`config.mk`:
```
export PLATFORM = sky130hd
export DESIGN_NAME = peripheralBus
export DESIGN_NICKNAME = d
export VERILOG_FILES = /design/src/busPkg.sv /design/src/periphPkg.sv /design/src/busDecode.sv /design/src/hexDisplay.sv /design/src/lfsrUnit.sv /design/src/peripheralBus.sv /design/src/readReturn.sv /design/src/stopwatchUnit.sv
export SDC_FILE = /design/constraint.sdc
export NUM_CORES = 1
export LEC_CHECK = 0
export CORE_ASPECT_RATIO = 0.5
export CORE_MARGIN = 3
export CORE_UTILIZATION = 45
export DETAILED_ROUTE_END_ITERATION = 16
export DONT_BUFFER_PORTS = 1
export GPL_TIMING_DRIVEN = 0
export PLACE_DENSITY = 0.67
export SLEW_MARGIN = 20
export SYNTH_ARGS = -nofsm -noshare
export SYNTH_HDL_FRONTEND = slang
export SYNTH_SLANG_ARGS = --single-unit
```
`constraint.sdc`:
```
create_clock -name iCLK -period 2.6 [get_ports iCLK]
set_input_delay 0.26 -clock iCLK [delete_from_list [all_inputs] [get_ports iCLK]]
set_output_delay 0.26 -clock iCLK [all_outputs]
set_load 0.02 [all_outputs]
```
`src/busPkg.sv`:
```
// Data bus definitions for the peripheral pipeline.
// Holds the bus widths, the peripheral address map and the
// select encoding that stage one hands to the peripherals.
`default_nettype none

package busPkg;

    // byte address and data word of the shared data bus
    typedef logic [31:0] busAddrT;
    typedef logic [31:0] busDataT;

    // one enable per data byte, bit 0 is the low byte
    typedef logic [3:0] byteEnT;

    // target of a registered request
    typedef enum logic [1:0] {
        selNone      = 2'd0,
        selLfsr      = 2'd1,
        selStopwatch = 2'd2,
        selDisplay   = 2'd3
    } periphSelT;

    // memory map, word aligned
    // decode looks at bits 31..2 only
    localparam busAddrT lfsrAddr      = 32'hFF20_0250;
    localparam busAddrT stopwatchAddr = 32'hFF20_0510;
    localparam busAddrT displayAddr   = 32'hFF20_0020;

endpackage

`default_nettype wire

```
`src/periphPkg.sv`:
```
// Peripheral definitions shared by the LFSR and display blocks.
// Segment and nibble types, the LFSR feedback mask and the
// active-low seven-segment lookup table.
`default_nettype none

package periphPkg;

    // segments a..g in bits 0..6, low turns a segment on
    typedef logic [6:0] segmentT;

    // one hex digit
    typedef logic [3:0] nibbleT;

    // galois mask for x^32 + x^22 + x^2 + x + 1, right-shift form
    localparam logic [31:0] lfsrTaps = 32'h8020_0003;

    // digits on the board
    localparam int digitCount = 6;

    // patterns for 0..F, index is the nibble value
    localparam segmentT segmentTable [16] = '{
        7'h40, 7'h79, 7'h24, 7'h30,
        7'h19, 7'h12, 7'h02, 7'h78,
        7'h00, 7'h10, 7'h08, 7'h03,
        7'h46, 7'h21, 7'h06, 7'h0E
    };

endpackage

`default_nettype wire

```
`src/busDecode.sv`:
```
// Stage one of the peripheral bus pipeline.
// Decodes the word address against the map and registers the
// target select, the strobes and the write payload.
`timescale 1ns/1ns
`default_nettype none

module busDecode import busPkg::*; (
    input  logic      iCLK,
    input  logic      arstN,
    input  logic      readEnable,
    input  logic      writeEnable,
    input  byteEnT    byteEnable,
    input  busAddrT   address,
    input  busDataT   writeData,
    output periphSelT reqSel,
    output logic      reqRead,
    output logic      reqWrite,
    output byteEnT    reqByteEn,
    output busDataT   reqWriteData
);

    periphSelT decodedSel;

    // word compare, byte offset ignored
    always_comb begin
        if (address[31:2] == lfsrAddr[31:2]) begin
            decodedSel = selLfsr;
        end else if (address[31:2] == stopwatchAddr[31:2]) begin
            decodedSel = selStopwatch;
        end else if (address[31:2] == displayAddr[31:2]) begin
            decodedSel = selDisplay;
        end else begin
            decodedSel = selNone;
        end
    end

    // control half of the request register
    always_ff @(posedge iCLK or negedge arstN) begin
        if (!arstN) begin
            reqSel   <= selNone;
            reqRead  <= 1'b0;
            reqWrite <= 1'b0;
        end else begin
            reqSel   <= decodedSel;
            reqRead  <= readEnable;
            reqWrite <= writeEnable;
        end
    end

    // payload, only meaningful alongside reqWrite
    always_ff @(posedge iCLK) begin
        reqByteEn    <= byteEnable;
        reqWriteData <= writeData;
    end

endmodule

`default_nettype wire

```
`src/hexDisplay.sv`:
```
// Seven-segment display peripheral.
// A bus-writable 32-bit register, merged byte by byte, whose six
// low nibbles drive six active-low digits through a lookup table.
`timescale 1ns/1ns
`default_nettype none

module hexDisplay import busPkg::*, periphPkg::*; (
    input  logic      iCLK,
    input  logic      arstN,
    input  periphSelT reqSel,
    input  logic      reqWrite,
    input  byteEnT    reqByteEn,
    input  busDataT   reqWriteData,
    output busDataT   displayValue,
    output segmentT   hexSegments0,
    output segmentT   hexSegments1,
    output segmentT   hexSegments2,
    output segmentT   hexSegments3,
    output segmentT   hexSegments4,
    output segmentT   hexSegments5
);

    busDataT displayReg;
    segmentT digitSeg [digitCount];

    always_ff @(posedge iCLK or negedge arstN) begin
        if (!arstN) begin
            displayReg <= '0;
        end else if (reqWrite && (reqSel == selDisplay)) begin
            // untouched bytes keep their old value
            for (int b = 0; b < 4; b++) begin
                if (reqByteEn[b]) begin
                    displayReg[8*b +: 8] <= reqWriteData[8*b +: 8];
                end
            end
        end
    end

    // digit k shows nibble k
    for (genvar k = 0; k < digitCount; k++) begin : gDigit
        nibbleT digitNibble;
        assign digitNibble = displayReg[4*k +: 4];
        assign digitSeg[k] = segmentTable[digitNibble];
    end

    // top two nibbles are readable but not shown
    assign displayValue = displayReg;

    assign hexSegments0 = digitSeg[0];
    assign hexSegments1 = digitSeg[1];
    assign hexSegments2 = digitSeg[2];
    assign hexSegments3 = digitSeg[3];
    assign hexSegments4 = digitSeg[4];
    assign hexSegments5 = digitSeg[5];

endmodule

`default_nettype wire

```
`src/lfsrUnit.sv`:
```
// Galois LFSR random-number peripheral.
// A read returns the current state and steps it once; a write
// seeds the enabled bytes, with a zero seed forced to one.
`timescale 1ns/1ns
`default_nettype none

module lfsrUnit import busPkg::*, periphPkg::*; (
    input  logic      iCLK,
    input  logic      arstN,
    input  periphSelT reqSel,
    input  logic      reqRead,
    input  logic      reqWrite,
    input  byteEnT    reqByteEn,
    input  busDataT   reqWriteData,
    output busDataT   lfsrValue
);

    busDataT state;
    busDataT stepped;
    busDataT merged;

    // one galois step, shift right and fold the taps back in
    assign stepped = {1'b0, state[31:1]} ^ (state[0] ? lfsrTaps : 32'h0);

    // seed value, enabled bytes replaced
    always_comb begin
        merged = state;
        for (int b = 0; b < 4; b++) begin
            if (reqByteEn[b]) begin
                merged[8*b +: 8] = reqWriteData[8*b +: 8];
            end
        end
    end

    always_ff @(posedge iCLK or negedge arstN) begin
        if (!arstN) begin
            state <= 32'd1;
        end else if (reqSel == selLfsr) begin
            if (reqWrite) begin
                // all-zero state would lock up the sequence
                state <= (merged == 32'h0) ? 32'd1 : merged;
            end else if (reqRead) begin
                state <= stepped;
            end
        end
    end

    // pre-step value, captured by stage three on the same edge
    assign lfsrValue = state;

endmodule

`default_nettype wire

```
`src/peripheralBus.sv`:
```
// Top level of the memory-mapped peripheral bus.
// Stage one registers and decodes the request, stage two is the
// LFSR, stopwatch and display peripherals, stage three registers
// the read data back onto the bus.
`timescale 1ns/1ns
`default_nettype none

module peripheralBus import busPkg::*, periphPkg::*; #(
    parameter int unsigned ticksPerMs = 50000
) (
    input  logic    iCLK,
    input  logic    arstN,
    input  logic    readEnable,
    input  logic    writeEnable,
    input  byteEnT  byteEnable,
    input  busAddrT address,
    input  busDataT writeData,
    output busDataT readData,
    output segmentT hexSegments0,
    output segmentT hexSegments1,
    output segmentT hexSegments2,
    output segmentT hexSegments3,
    output segmentT hexSegments4,
    output segmentT hexSegments5
);

    // registered request, fanned out to every peripheral
    periphSelT reqSel;
    logic      reqRead;
    logic      reqWrite;
    byteEnT    reqByteEn;
    busDataT   reqWriteData;

    // current peripheral values
    busDataT lfsrValue;
    busDataT stopwatchMs;
    busDataT displayValue;

    busDecode busDecode_i (
        .iCLK         (iCLK),
        .arstN        (arstN),
        .readEnable   (readEnable),
        .writeEnable  (writeEnable),
        .byteEnable   (byteEnable),
        .address      (address),
        .writeData    (writeData),
        .reqSel       (reqSel),
        .reqRead      (reqRead),
        .reqWrite     (reqWrite),
        .reqByteEn    (reqByteEn),
        .reqWriteData (reqWriteData)
    );

    lfsrUnit lfsrUnit_i (
        .iCLK         (iCLK),
        .arstN        (arstN),
        .reqSel       (reqSel),
        .reqRead      (reqRead),
        .reqWrite     (reqWrite),
        .reqByteEn    (reqByteEn),
        .reqWriteData (reqWriteData),
        .lfsrValue    (lfsrValue)
    );

    stopwatchUnit #(
        .ticksPerMs (ticksPerMs)
    ) stopwatchUnit_i (
        .iCLK        (iCLK),
        .arstN       (arstN),
        .reqSel      (reqSel),
        .reqWrite    (reqWrite),
        .stopwatchMs (stopwatchMs)
    );

    hexDisplay hexDisplay_i (
        .iCLK         (iCLK),
        .arstN        (arstN),
        .reqSel       (reqSel),
        .reqWrite     (reqWrite),
        .reqByteEn    (reqByteEn),
        .reqWriteData (reqWriteData),
        .displayValue (displayValue),
        .hexSegments0 (hexSegments0),
        .hexSegments1 (hexSegments1),
        .hexSegments2 (hexSegments2),
        .hexSegments3 (hexSegments3),
        .hexSegments4 (hexSegments4),
        .hexSegments5 (hexSegments5)
    );

    readReturn readReturn_i (
        .iCLK         (iCLK),
        .arstN        (arstN),
        .reqSel       (reqSel),
        .reqRead      (reqRead),
        .lfsrValue    (lfsrValue),
        .stopwatchMs  (stopwatchMs),
        .displayValue (displayValue),
        .readData     (readData)
    );

endmodule

`default_nettype wire

```
`src/readReturn.sv`:
```
// Stage three of the peripheral bus pipeline.
// Picks the addressed peripheral value on a registered read and
// holds it on readData until the next read completes.
`timescale 1ns/1ns
`default_nettype none

module readReturn import busPkg::*; (
    input  logic      iCLK,
    input  logic      arstN,
    input  periphSelT reqSel,
    input  logic      reqRead,
    input  busDataT   lfsrValue,
    input  busDataT   stopwatchMs,
    input  busDataT   displayValue,
    output busDataT   readData
);

    busDataT selected;

    // unmapped reads come back as zero
    always_comb begin
        unique case (reqSel)
            selLfsr:      selected = lfsrValue;
            selStopwatch: selected = stopwatchMs;
            selDisplay:   selected = displayValue;
            default:      selected = '0;
        endcase
    end

    // level output, only a read updates it
    always_ff @(posedge iCLK or negedge arstN) begin
        if (!arstN) begin
            readData <= '0;
        end else if (reqRead) begin
            readData <= selected;
        end
    end

endmodule

`default_nettype wire

```
`src/stopwatchUnit.sv`:
```
// Millisecond stopwatch peripheral.
// A prescaler divides the clock down to one tick per millisecond
// and a 32-bit counter accumulates the ticks. Any bus write to the
// stopwatch restarts both.
`timescale 1ns/1ns
`default_nettype none

module stopwatchUnit import busPkg::*; #(
    parameter int unsigned ticksPerMs = 50000
) (
    input  logic      iCLK,
    input  logic      arstN,
    input  periphSelT reqSel,
    input  logic      reqWrite,
    output busDataT   stopwatchMs
);

    // wide enough for ticksPerMs - 1, at least one bit
    localparam int PreW = (ticksPerMs > 1) ? $clog2(ticksPerMs) : 1;

    logic [PreW-1:0] prescaler;
    busDataT         msCount;
    logic            msTick;
    logic            clearReq;

    // last cycle of the current millisecond
    assign msTick = (prescaler == PreW'(ticksPerMs - 1));

    // write data is don't-care, the strobe alone restarts
    assign clearReq = reqWrite && (reqSel == selStopwatch);

    always_ff @(posedge iCLK or negedge arstN) begin
        if (!arstN) begin
            prescaler <= '0;
            msCount   <= '0;
        end else if (clearReq) begin
            prescaler <= '0;
            msCount   <= '0;
        end else if (msTick) begin
            prescaler <= '0;
            msCount   <= msCount + 32'd1;
        end else begin
            prescaler <= prescaler + 1'b1;
        end
    end

    // count wraps silently after 2^32 ms
    assign stopwatchMs = msCount;

endmodule

`default_nettype wire

```
Word-level counts from Yosys, hierarchy flattened
Memory sizes are Yosys's and may differ from the RTL's. Index checks and enable logic that the tools add are counted.

Add/sub/neg operators: 2. Order comparisons: 6. Equal/unequal tests: 7. Mux-type cells: 28. Bitwise operators: 7. Reduce and logical (&&, ||, !) cells: 10.

Operators by type and width (number): $mux 32 (6); $pmux 32 s3 (1); $eq 30x30->1 const B (3); $mux 7 (12); $add 32x1->32 const B (1); $logic_not 32->1 (1); $mux 16 (2); $mux 8 (4); $xor 31x32->32 (1); $ge 5x5->1 const B (6); $not 4->5 (6); $add 16x1->16 const B (1); $eq 16x16->1 const B (1); $reduce_and 2->1 (5); $mux 2 (3); $eq 2x2->1 const B (2); $reduce_bool 2->1 (2); $eq 2x1->1 const B (1); $logic_and 1x1->1 (2).

Bits in registers: 184. Bits in read-only memories: 672. Bits of input ports: 72. Output and inout bits: 74. Word-level logic and storage cells: 79. Memories kept: 6.

Memory list: (no name shown) (words 16, bits a word 7, rd ports 1, clocked after memory_dff 0, write ports 0, RTL line hexDisplay.sv:43) `assign digitSeg[k] = segmentTable[digitNibble];`; (no name shown) (words 16, bits a word 7, rd ports 1, clocked after memory_dff 0, write ports 0, RTL line hexDisplay.sv:43); (no name shown) (words 16, bits a word 7, rd ports 1, clocked after memory_dff 0, write ports 0, RTL line hexDisplay.sv:43); (no name shown) (words 16, bits a word 7, rd ports 1, clocked after memory_dff 0, write ports 0, RTL line hexDisplay.sv:43); (no name shown) (words 16, bits a word 7, rd ports 1, clocked after memory_dff 0, write ports 0, RTL line hexDisplay.sv:43); (no name shown) (words 16, bits a word 7, rd ports 1, clocked after memory_dff 0, write ports 0, RTL line hexDisplay.sv:43).

Logic depth before layout (Yosys ltp)
Gate-level depths: netlist of the first run.

Word-level depth: 4. Gate-level depth with buffers: 9. Mapped depth without buffers: 6.

Modules after synthesis
A second synthesis of the first run with hierarchy kept.

Cells, all modules: 981. Area, all modules: 10298.6 um^2.

Modules (own cells, without submodules): hexDisplay (times used 1, cells an instance 263, area an instance 2984.1 um^2, sequential area each 800.8 um^2); stopwatchUnit (times used 1, cells an instance 283, area an instance 2667.6 um^2, sequential area each 1201.2 um^2); readReturn (times used 1, cells an instance 181, area an instance 1959.4 um^2, sequential area each 800.8 um^2); lfsrUnit (times used 1, cells an instance 196, area an instance 1737.9 um^2, sequential area each 802.0 um^2); busDecode (times used 1, cells an instance 58, area an instance 949.7 um^2, sequential area each 820.8 um^2).

Worst setup path before layout of the first run
Ideal clock, no wire load.

Kind: reg2reg. Start: register stopwatchUnit_i.prescaler[0]. End: register stopwatchUnit_i.msCount[24] (netlist: stopwatchUnit_i.stopwatchMs[24]). Library setup time: 0.132 ns. Arrival: 1.682 ns. Required time: 2.468 ns. Path slack: 0.786 ns. Stages on the path, launching flop included: 10. Path buffers: 3. Clock period less this slack: 1.814 ns. Cells stage by stage: dfrtp_1 > ha_1 > and3_1 > buf_2 > and4_1 > buf_2 > buf_2 > nand4_1 > xor2_1 > nor2_1.

Longest elaborated chain between the ends: 2.

Ends and longest elaborated chain: start: declaration (RTL line stopwatchUnit.sv:21) `logic [PreW-1:0] prescaler;`; start signal: assignment (RTL line stopwatchUnit.sv:43) `prescaler <= prescaler + 1'b1;`; $eq 16x16->1 (RTL line stopwatchUnit.sv:27) `assign msTick = (prescaler == PreW'(ticksPerMs - 1));`; $reduce_bool 2->1 (no line); end signal: assignment (RTL line stopwatchUnit.sv:41) `msCount <= msCount + 32'd1;`; end: declaration (RTL line stopwatchUnit.sv:22) `busDataT msCount;`.

Every way passes these cells. A chain may end at the register's enable or synchronous reset.

Final worst setup path of the first run
Start: register hexDisplay_i.displayReg[19] (netlist: hexDisplay_i.displayValue[19]). End: output port hexSegments4[4].

Longest elaborated chain between the ends: 4.

Ends and longest elaborated chain: start: declaration (RTL line hexDisplay.sv:23) `busDataT displayReg;`; start signal: indexed assignment (RTL line hexDisplay.sv:33) `displayReg[8*b +: 8] <= reqWriteData[8*b +: 8];`; $not 4->5 (implied by the code) (RTL line hexDisplay.sv:43); $mem_v2 16x7; $mux 7 (implied by the code) (2 in series) (RTL line hexDisplay.sv:43); end: declaration (RTL line peripheralBus.sv:23) `output segmentT hexSegments4,`.

Every way passes these cells. The select of a mux whose other input is x is not followed.

==> reports/metrics.cfg, run 1 <==
[setup_path]
critical_path.max_stage_delay_ps=550
reg2reg_depth=6
cp-startpoint=hexDisplay_i.displayValue[19]
critPathMostFrequentCell=clkbuf_1
timing.rr.start=stopwatchUnit_i.stopwatchMs[1]
arrival_ps=2160
critPathRequiredTime_ps=2340
slowest_stage=o21ai_0
crit_type=flop to primary output
path_cells=clkbuf_1 > clkbuf_1 > mux2i_1 > o21ai_0
crit_path_end_kind=primary output
startpoint_type=flop
crit_fanout=10

[clocking]
clk_latency_ps=440
htree_levels=4
hold_buffers=42
clock-sinks=184
cts_setup_buffers=0
clockRootBuffer=clkbuf_16
clk_pin_slew_worst_paths_ps=70
cts_tree=yes
numCtsBuffers=17
clock_path_buffers=2

[floorplanning]
boundaryPins=146
core_area_um2=20800
die_h_um=109
std_cell_rows=37
start_util_pct=46.3
die_area_um2=23300
fp.dieW_um=213

[synthesis]
synth_area_um2=9620
synth_seq_area_share_pct=46.0
yosysWarnings=0
synth.distinct_cells=59
synth_edf_count=0
yosys_register_bits=184
ys_async_sr_fraction_pct=80.4
synth.top_cell.area_share_pct=38.2
yosys.area.top_type=dfrtp_1
netlist_instances=980
syn_nets=1090
synth_area_per_cell_um2=9.82
synthTopCellsByArea=dfrtp_1 (38%), dfxtp_1 (7.5%), mux2_2 (7.5%)
synthFlopType=dfrtp_1

[finish]
syn_to_final_growth_pct=13.8
diodes=0
layout-drive-gt1-share_pct=11.1
fin_nets=1151
nFillCells=1822

[grt]
grt_max_degree=149
grt_use_total_pct=21.8
antenna_found_initial=0
grt_pass1_vias=7372
grt_first_pass_wirelength_mm=40.1
grt_overflow=0

[run_status]
status=finished, violations left
violations=hold timing

[hold_path]
hold_class=input port to asynchronous set/reset pin

[timing]
fin_tns_setup_ps=0
tightest_slew_ps=818
timing.slew.headroom_pct=45.0
timing.hold.ws_ps=-477
setup_viol=0
skew_ps=11.7
period_share_pct=93.2
period_needed_ps=2420
hold_violations=148
setup_ws_ps=176
max_freq_mhz=413
rsz0062_at_grt=false
slew_violations=0

[detailed_routing]
postRouteAntennaNets=0
drt_iter0_drc=780
dr_total_vias=7835
first_pass_iters=5
via_per_inst=5.90
routedWlPerCell_um=19.1
routed_wirelength_mm=25.4
drc_errors=0

[placed_design]
dpl.hpwl_mm=18.2
gp_congestion=0.902
place_ws_ps=289
port_buffers=0

[power_and_ir_drop]
finalPower_mw=5.72
p_leak_nw=4.68
ir_drop_mv=0.405
power.density_nw_per_um2=522

[job]
drv_cap=0

## repair_timing
action | 4_1_cts | 5_1_grt
setup endpoints to repair | 0 | 0
gates resized for setup | 0 | 0
endpoints found under the hold margin | 188 | 148
## power breakdown
| group | internal [mW] | switching [mW] |
|---|---|---|
| logic | 0.0887 | 0.0901 |
| registers | 2.92 | 0.102 |
| clock network | 1.29 | 1.23 |
## path summary, 6_finish.rpt
path	to	slack, ps
setup reg to reg	stopwatchUnit_i.stopwatchMs[28]	230
hold reg to reg	stopwatchUnit_i.prescaler[0]	450
hold / removal	hexDisplay_i.displayValue[12]	-480
setup / recovery	hexSegments4[4]	180
min in group iCLK	busDecode_i.reqWriteData[28]	360
max in group asynchronous	readReturn_i.readData[25]	2780
## cell usage after synthesis, drive strengths merged (5+ instances only)
| master | count |
|---|---|
| nand2 | 43 |
| inv | 26 |
| o22ai | 32 |
| a22o | 5 |
| nand3b | 9 |
| nand2b | 5 |
| nor4b | 6 |
| nor3 | 13 |
| nor4 | 13 |
| and4 | 9 |
| xnor2 | 20 |
| a31oi | 6 |
| nand3 | 19 |
| and3 | 14 |
| xor2 | 21 |
| buf | 12 |
| nor2b | 11 |
| mux2i | 19 |
| dfrtp | 147 |
| dfxtp | 36 |
| a22oi | 32 |
| clkbuf | 47 |
| nand4 | 19 |
| mux2 | 64 |
| o21ai | 51 |
| a21oi | 96 |
| nor2 | 109 |
| ha | 38 |
| or3 | 22 |
## routing by layer
layer / global-route usage [%] / vias to the layer above / routed length (um)
li1: - / 3678 / -
met2: 34.7 / 238 / 11900
met4: 5.64 / 0 / 292
met5: 0 / - / 0
met3: 5.42 / 27 / 1630
met1: 30.2 / 3892 / 11600
## through the flow
step	utilization [%]	area (um2)	hold WS, ps	std cells
2_1_floorplan	-	9620	-35.6	980
3_3_place_gp	47.9	9960	-29.0	1253
3_5_place_dp	47.9	9960	-29.3	1253
4_1_cts	52.7	10900	-498	1327
5_1_grt	52.7	10900	-501	1327
6_report	52.7	10900	-477	1327
## critical path: cells and delay by family (launching register included)
kind                   cells  cell delay (ps)
AO/OA/AOI/OAI              1              550
buffers and inverters      2              710
flip-flops                 1              330
multiplexers               1              140
## layout make-up
| cell class | count | area [um2] | area share (%) |
|---|---|---|---|
| Multi-Input combinational cell | 711 | 4870 | 44.5 |
| Sequential cell | 184 | 4430 | 40.4 |
| Clock buffer | 18 | 439 | 4.01 |
| Timing Repair Buffer | 42 | 420 | 3.84 |
| Tap cell | 273 | 342 | 3.12 |
| Buffer | 59 | 229 | 2.09 |
| Clock inverter | 14 | 125 | 1.14 |
| Inverter | 26 | 97.6 | 0.892 |
## layout by cell type (no fill, tap or decap), types with 19 or more instances in the layout
cell           Yosys  routed
dfrtp_1          147     147
nor2_1           109     109
a21oi_1           96      96
mux2_2            64      64
o21ai_0           50      50
clkbuf_1          47      47
nand2_1           43      43
dlygate4sd3_1      0      42
ha_1              38      38
dfxtp_1           36      36
o22ai_1           32      32
a22oi_1           32      32
inv_1             26      26
xor2_1            21      21
or3_1             21      21
xnor2_1           20      20
mux2i_1           19      19
## sequential cells by signal (all words and copies together) (netlist names), 2 cells and up
signal,count
busDecode_i.reqWriteData,32
hexDisplay_i.displayValue,32
lfsrUnit_i.lfsrValue,32
readReturn_i.readData,32
stopwatchUnit_i.stopwatchMs,32
stopwatchUnit_i.prescaler,16
busDecode_i.reqByteEn,4
busDecode_i.reqSel,2
## cell families after synthesis
family                     Yosys count  share of synthesized area (%)
and+or+nand+nor                    312                           17.6
buffers and inverters               85                           3.39
adders and majority gates           38                           4.94
muxes                               86                           10.2
DFF                                184                           46.0
AOI/OAI and AO/OA                  234                           14.2
xor gates and xnor gates            41                           3.73
Power figures use the tool's default switching activity.
==> inputs of run 2 (changes only) <==
--- a/config.mk
+++ b/config.mk
@@ -6,7 +6,7 @@
 export NUM_CORES = 1
 export LEC_CHECK = 0
 export CORE_ASPECT_RATIO = 0.5
-export CORE_MARGIN = 3
+export CORE_MARGIN = 2
 export CORE_UTILIZATION = 45
 export DETAILED_ROUTE_END_ITERATION = 16
 export DONT_BUFFER_PORTS = 1
==> reports/metrics.cfg, run 2 (same netlist as run 1, synthesis figures left out) <==
[run_status]
status=finished, violations left
violations=hold timing

[grt]
grt_overflow=0
grt_use_total_pct=23.1
grt_pass1_vias=7608
grt_max_degree=149
antenna_found_initial=0
grt_first_pass_wirelength_mm=40.7

[detailed_routing]
drt_iter0_drc=714
dr_total_vias=7905
drc_errors=0
postRouteAntennaNets=0
routed_wirelength_mm=25.4
via_per_inst=5.96
first_pass_iters=5
routedWlPerCell_um=19.1

[setup_path]
startpoint_type=flop
critical_path.max_stage_delay_ps=540
critPathMostFrequentCell=clkbuf_1
slowest_stage=o21ai_0
crit_fanout=10
timing.rr.start=stopwatchUnit_i.stopwatchMs[1]
critical_path_buf_inv_count=2
critPathRequiredTime_ps=2340
cp_top_family=buffers and inverters
path_cells=clkbuf_1 > clkbuf_1 > mux2i_1 > o21ai_0
crit_type=flop to primary output
arrival_ps=2170
reg2reg_depth=6
r2r_end=stopwatchUnit_i.stopwatchMs[26]
crit_path_end_kind=primary output
rrSetupSlack_ps=220

[clocking]
clockRootBuffer=clkbuf_16
numCtsBuffers=17
clk_pin_slew_worst_paths_ps=70
htree_levels=4
clk_latency_ps=440
clock_path_buffers=2
clock-sinks=184
hold_buffers=42
cts_tree=yes

[floorplanning]
core_area_um2=20700
boundaryPins=146
start_util_pct=46.4
fp.dieW_um=211
die_h_um=107
die_area_um2=22600
std_cell_rows=37

[power_and_ir_drop]
p_int_mw=4.39
power.density_nw_per_um2=524
seqPwrFrac_pct=52.6
power.share.switching_pct=23.6
finalPower_mw=5.74
power_frac_clock_pct=44.3
p_leak_nw=4.68
ir_drop_mv=0.426
p_sw_mw=1.35
combPwrFrac_pct=3.2

[hold_path]
hold_class=input port to asynchronous set/reset pin

[finish]
fin_cells=1327
fin_nets=1151
layout-drive-gt1-share_pct=11.0
layout_common_cells=dfrtp_1 (147), nor2_1 (109), a21oi_1 (96)
utilization_pct=52.9
syn_to_final_growth_pct=14.0
final_common_cell=dfrtp_1
fin_area_um2=11000
diodes=0
nFillCells=1856

[timing]
slew_violations=0
skew_ps=10.5
rsz0062_at_grt=false
setup_ws_ps=170
hold_violations=148
setup_viol=0
timing.hold.ws_ps=-485
period_share_pct=93.5
tightest_slew_ps=803
timing.slew.headroom_pct=45.9
fin_tns_setup_ps=0
max_freq_mhz=412
period_needed_ps=2430

[job]
drv_cap=0

[placed_design]
place_ws_ps=277
port_buffers=0
dpl.hpwl_mm=18.1
gp_congestion=0.854
dp.cells=1253
placed_area_um2=9960

==> run 2: changes by cell type in the layout (fill, tap and decap cells not counted), sizes merged <==
cell / change
clkinv: +3
clkbuf: +4
inv: -7
==> run 2: power by group through the flow <==
stage | clock network (mW) | registers (mW) | logic, mW
6_report | 2.54 | 3.02 | 0.181
5_1_grt | 2.71 | 3.02 | 0.201
4_1_cts | 2.58 | 3.02 | 0.178
3_5_place_dp | 0 | 3.08 | 0.128
3_3_place_gp | 0 | 3.08 | 0.126
2_1_floorplan | 0 | 3.05 | 0.0990
==> run 2: metal layers <==
metal	global-route usage [%]	routed length, um	part of all wire, %
met5	0	0	0
met4	5.73	316	1.2
met3	5.60	1640	6.5
met2	37.2	11800	46
met1	31.4	11600	46
==> run 2: layout make-up <==
class | instances | area [um2] | share of cell area (%)
buffer | 59 | 229 | 2.09
clock buffer | 22 | 497 | 4.53
clock inverter | 10 | 82.6 | 0.753
inverter | 26 | 97.6 | 0.890
multi-input combinational | 711 | 4870 | 44.4
sequential | 184 | 4430 | 40.4
tap | 273 | 342 | 3.12
timing repair buffer | 42 | 420 | 3.83
==> run 2: timing repair <==
item                                    in CTS  in global routing
endpoints found under the setup margin       0                 10
setup buffers                                0                  0
resized for setup                            0                  1
hold endpoints to repair                   188                148
==> run 2: how the worst max path moves through the flow <==
stage	startpoint	to	cells past startpoint
after floorplan	stopwatchUnit_i.prescaler[0]	stopwatchUnit_i.stopwatchMs[24]	9
after global placement	busDecode_i.reqSel[0]	stopwatchUnit_i.prescaler[7]	6
after detailed placement	busDecode_i.reqSel[1]	stopwatchUnit_i.prescaler[12]	7
after CTS	hexDisplay_i.displayValue[19]	hexSegments4[4]	4
after global routing	hexDisplay_i.displayValue[19]	hexSegments4[4]	4
final	hexDisplay_i.displayValue[19]	hexSegments4[4]	4
==> run 2: worst reg2reg max path, delay by kind of cell, from the launching register on <==
kind / cells / cell delay (ps)
simple gates: 4 / 1360
flops: 1 / 470
fa+ha+maj: 1 / 310
compound gates: 1 / 160
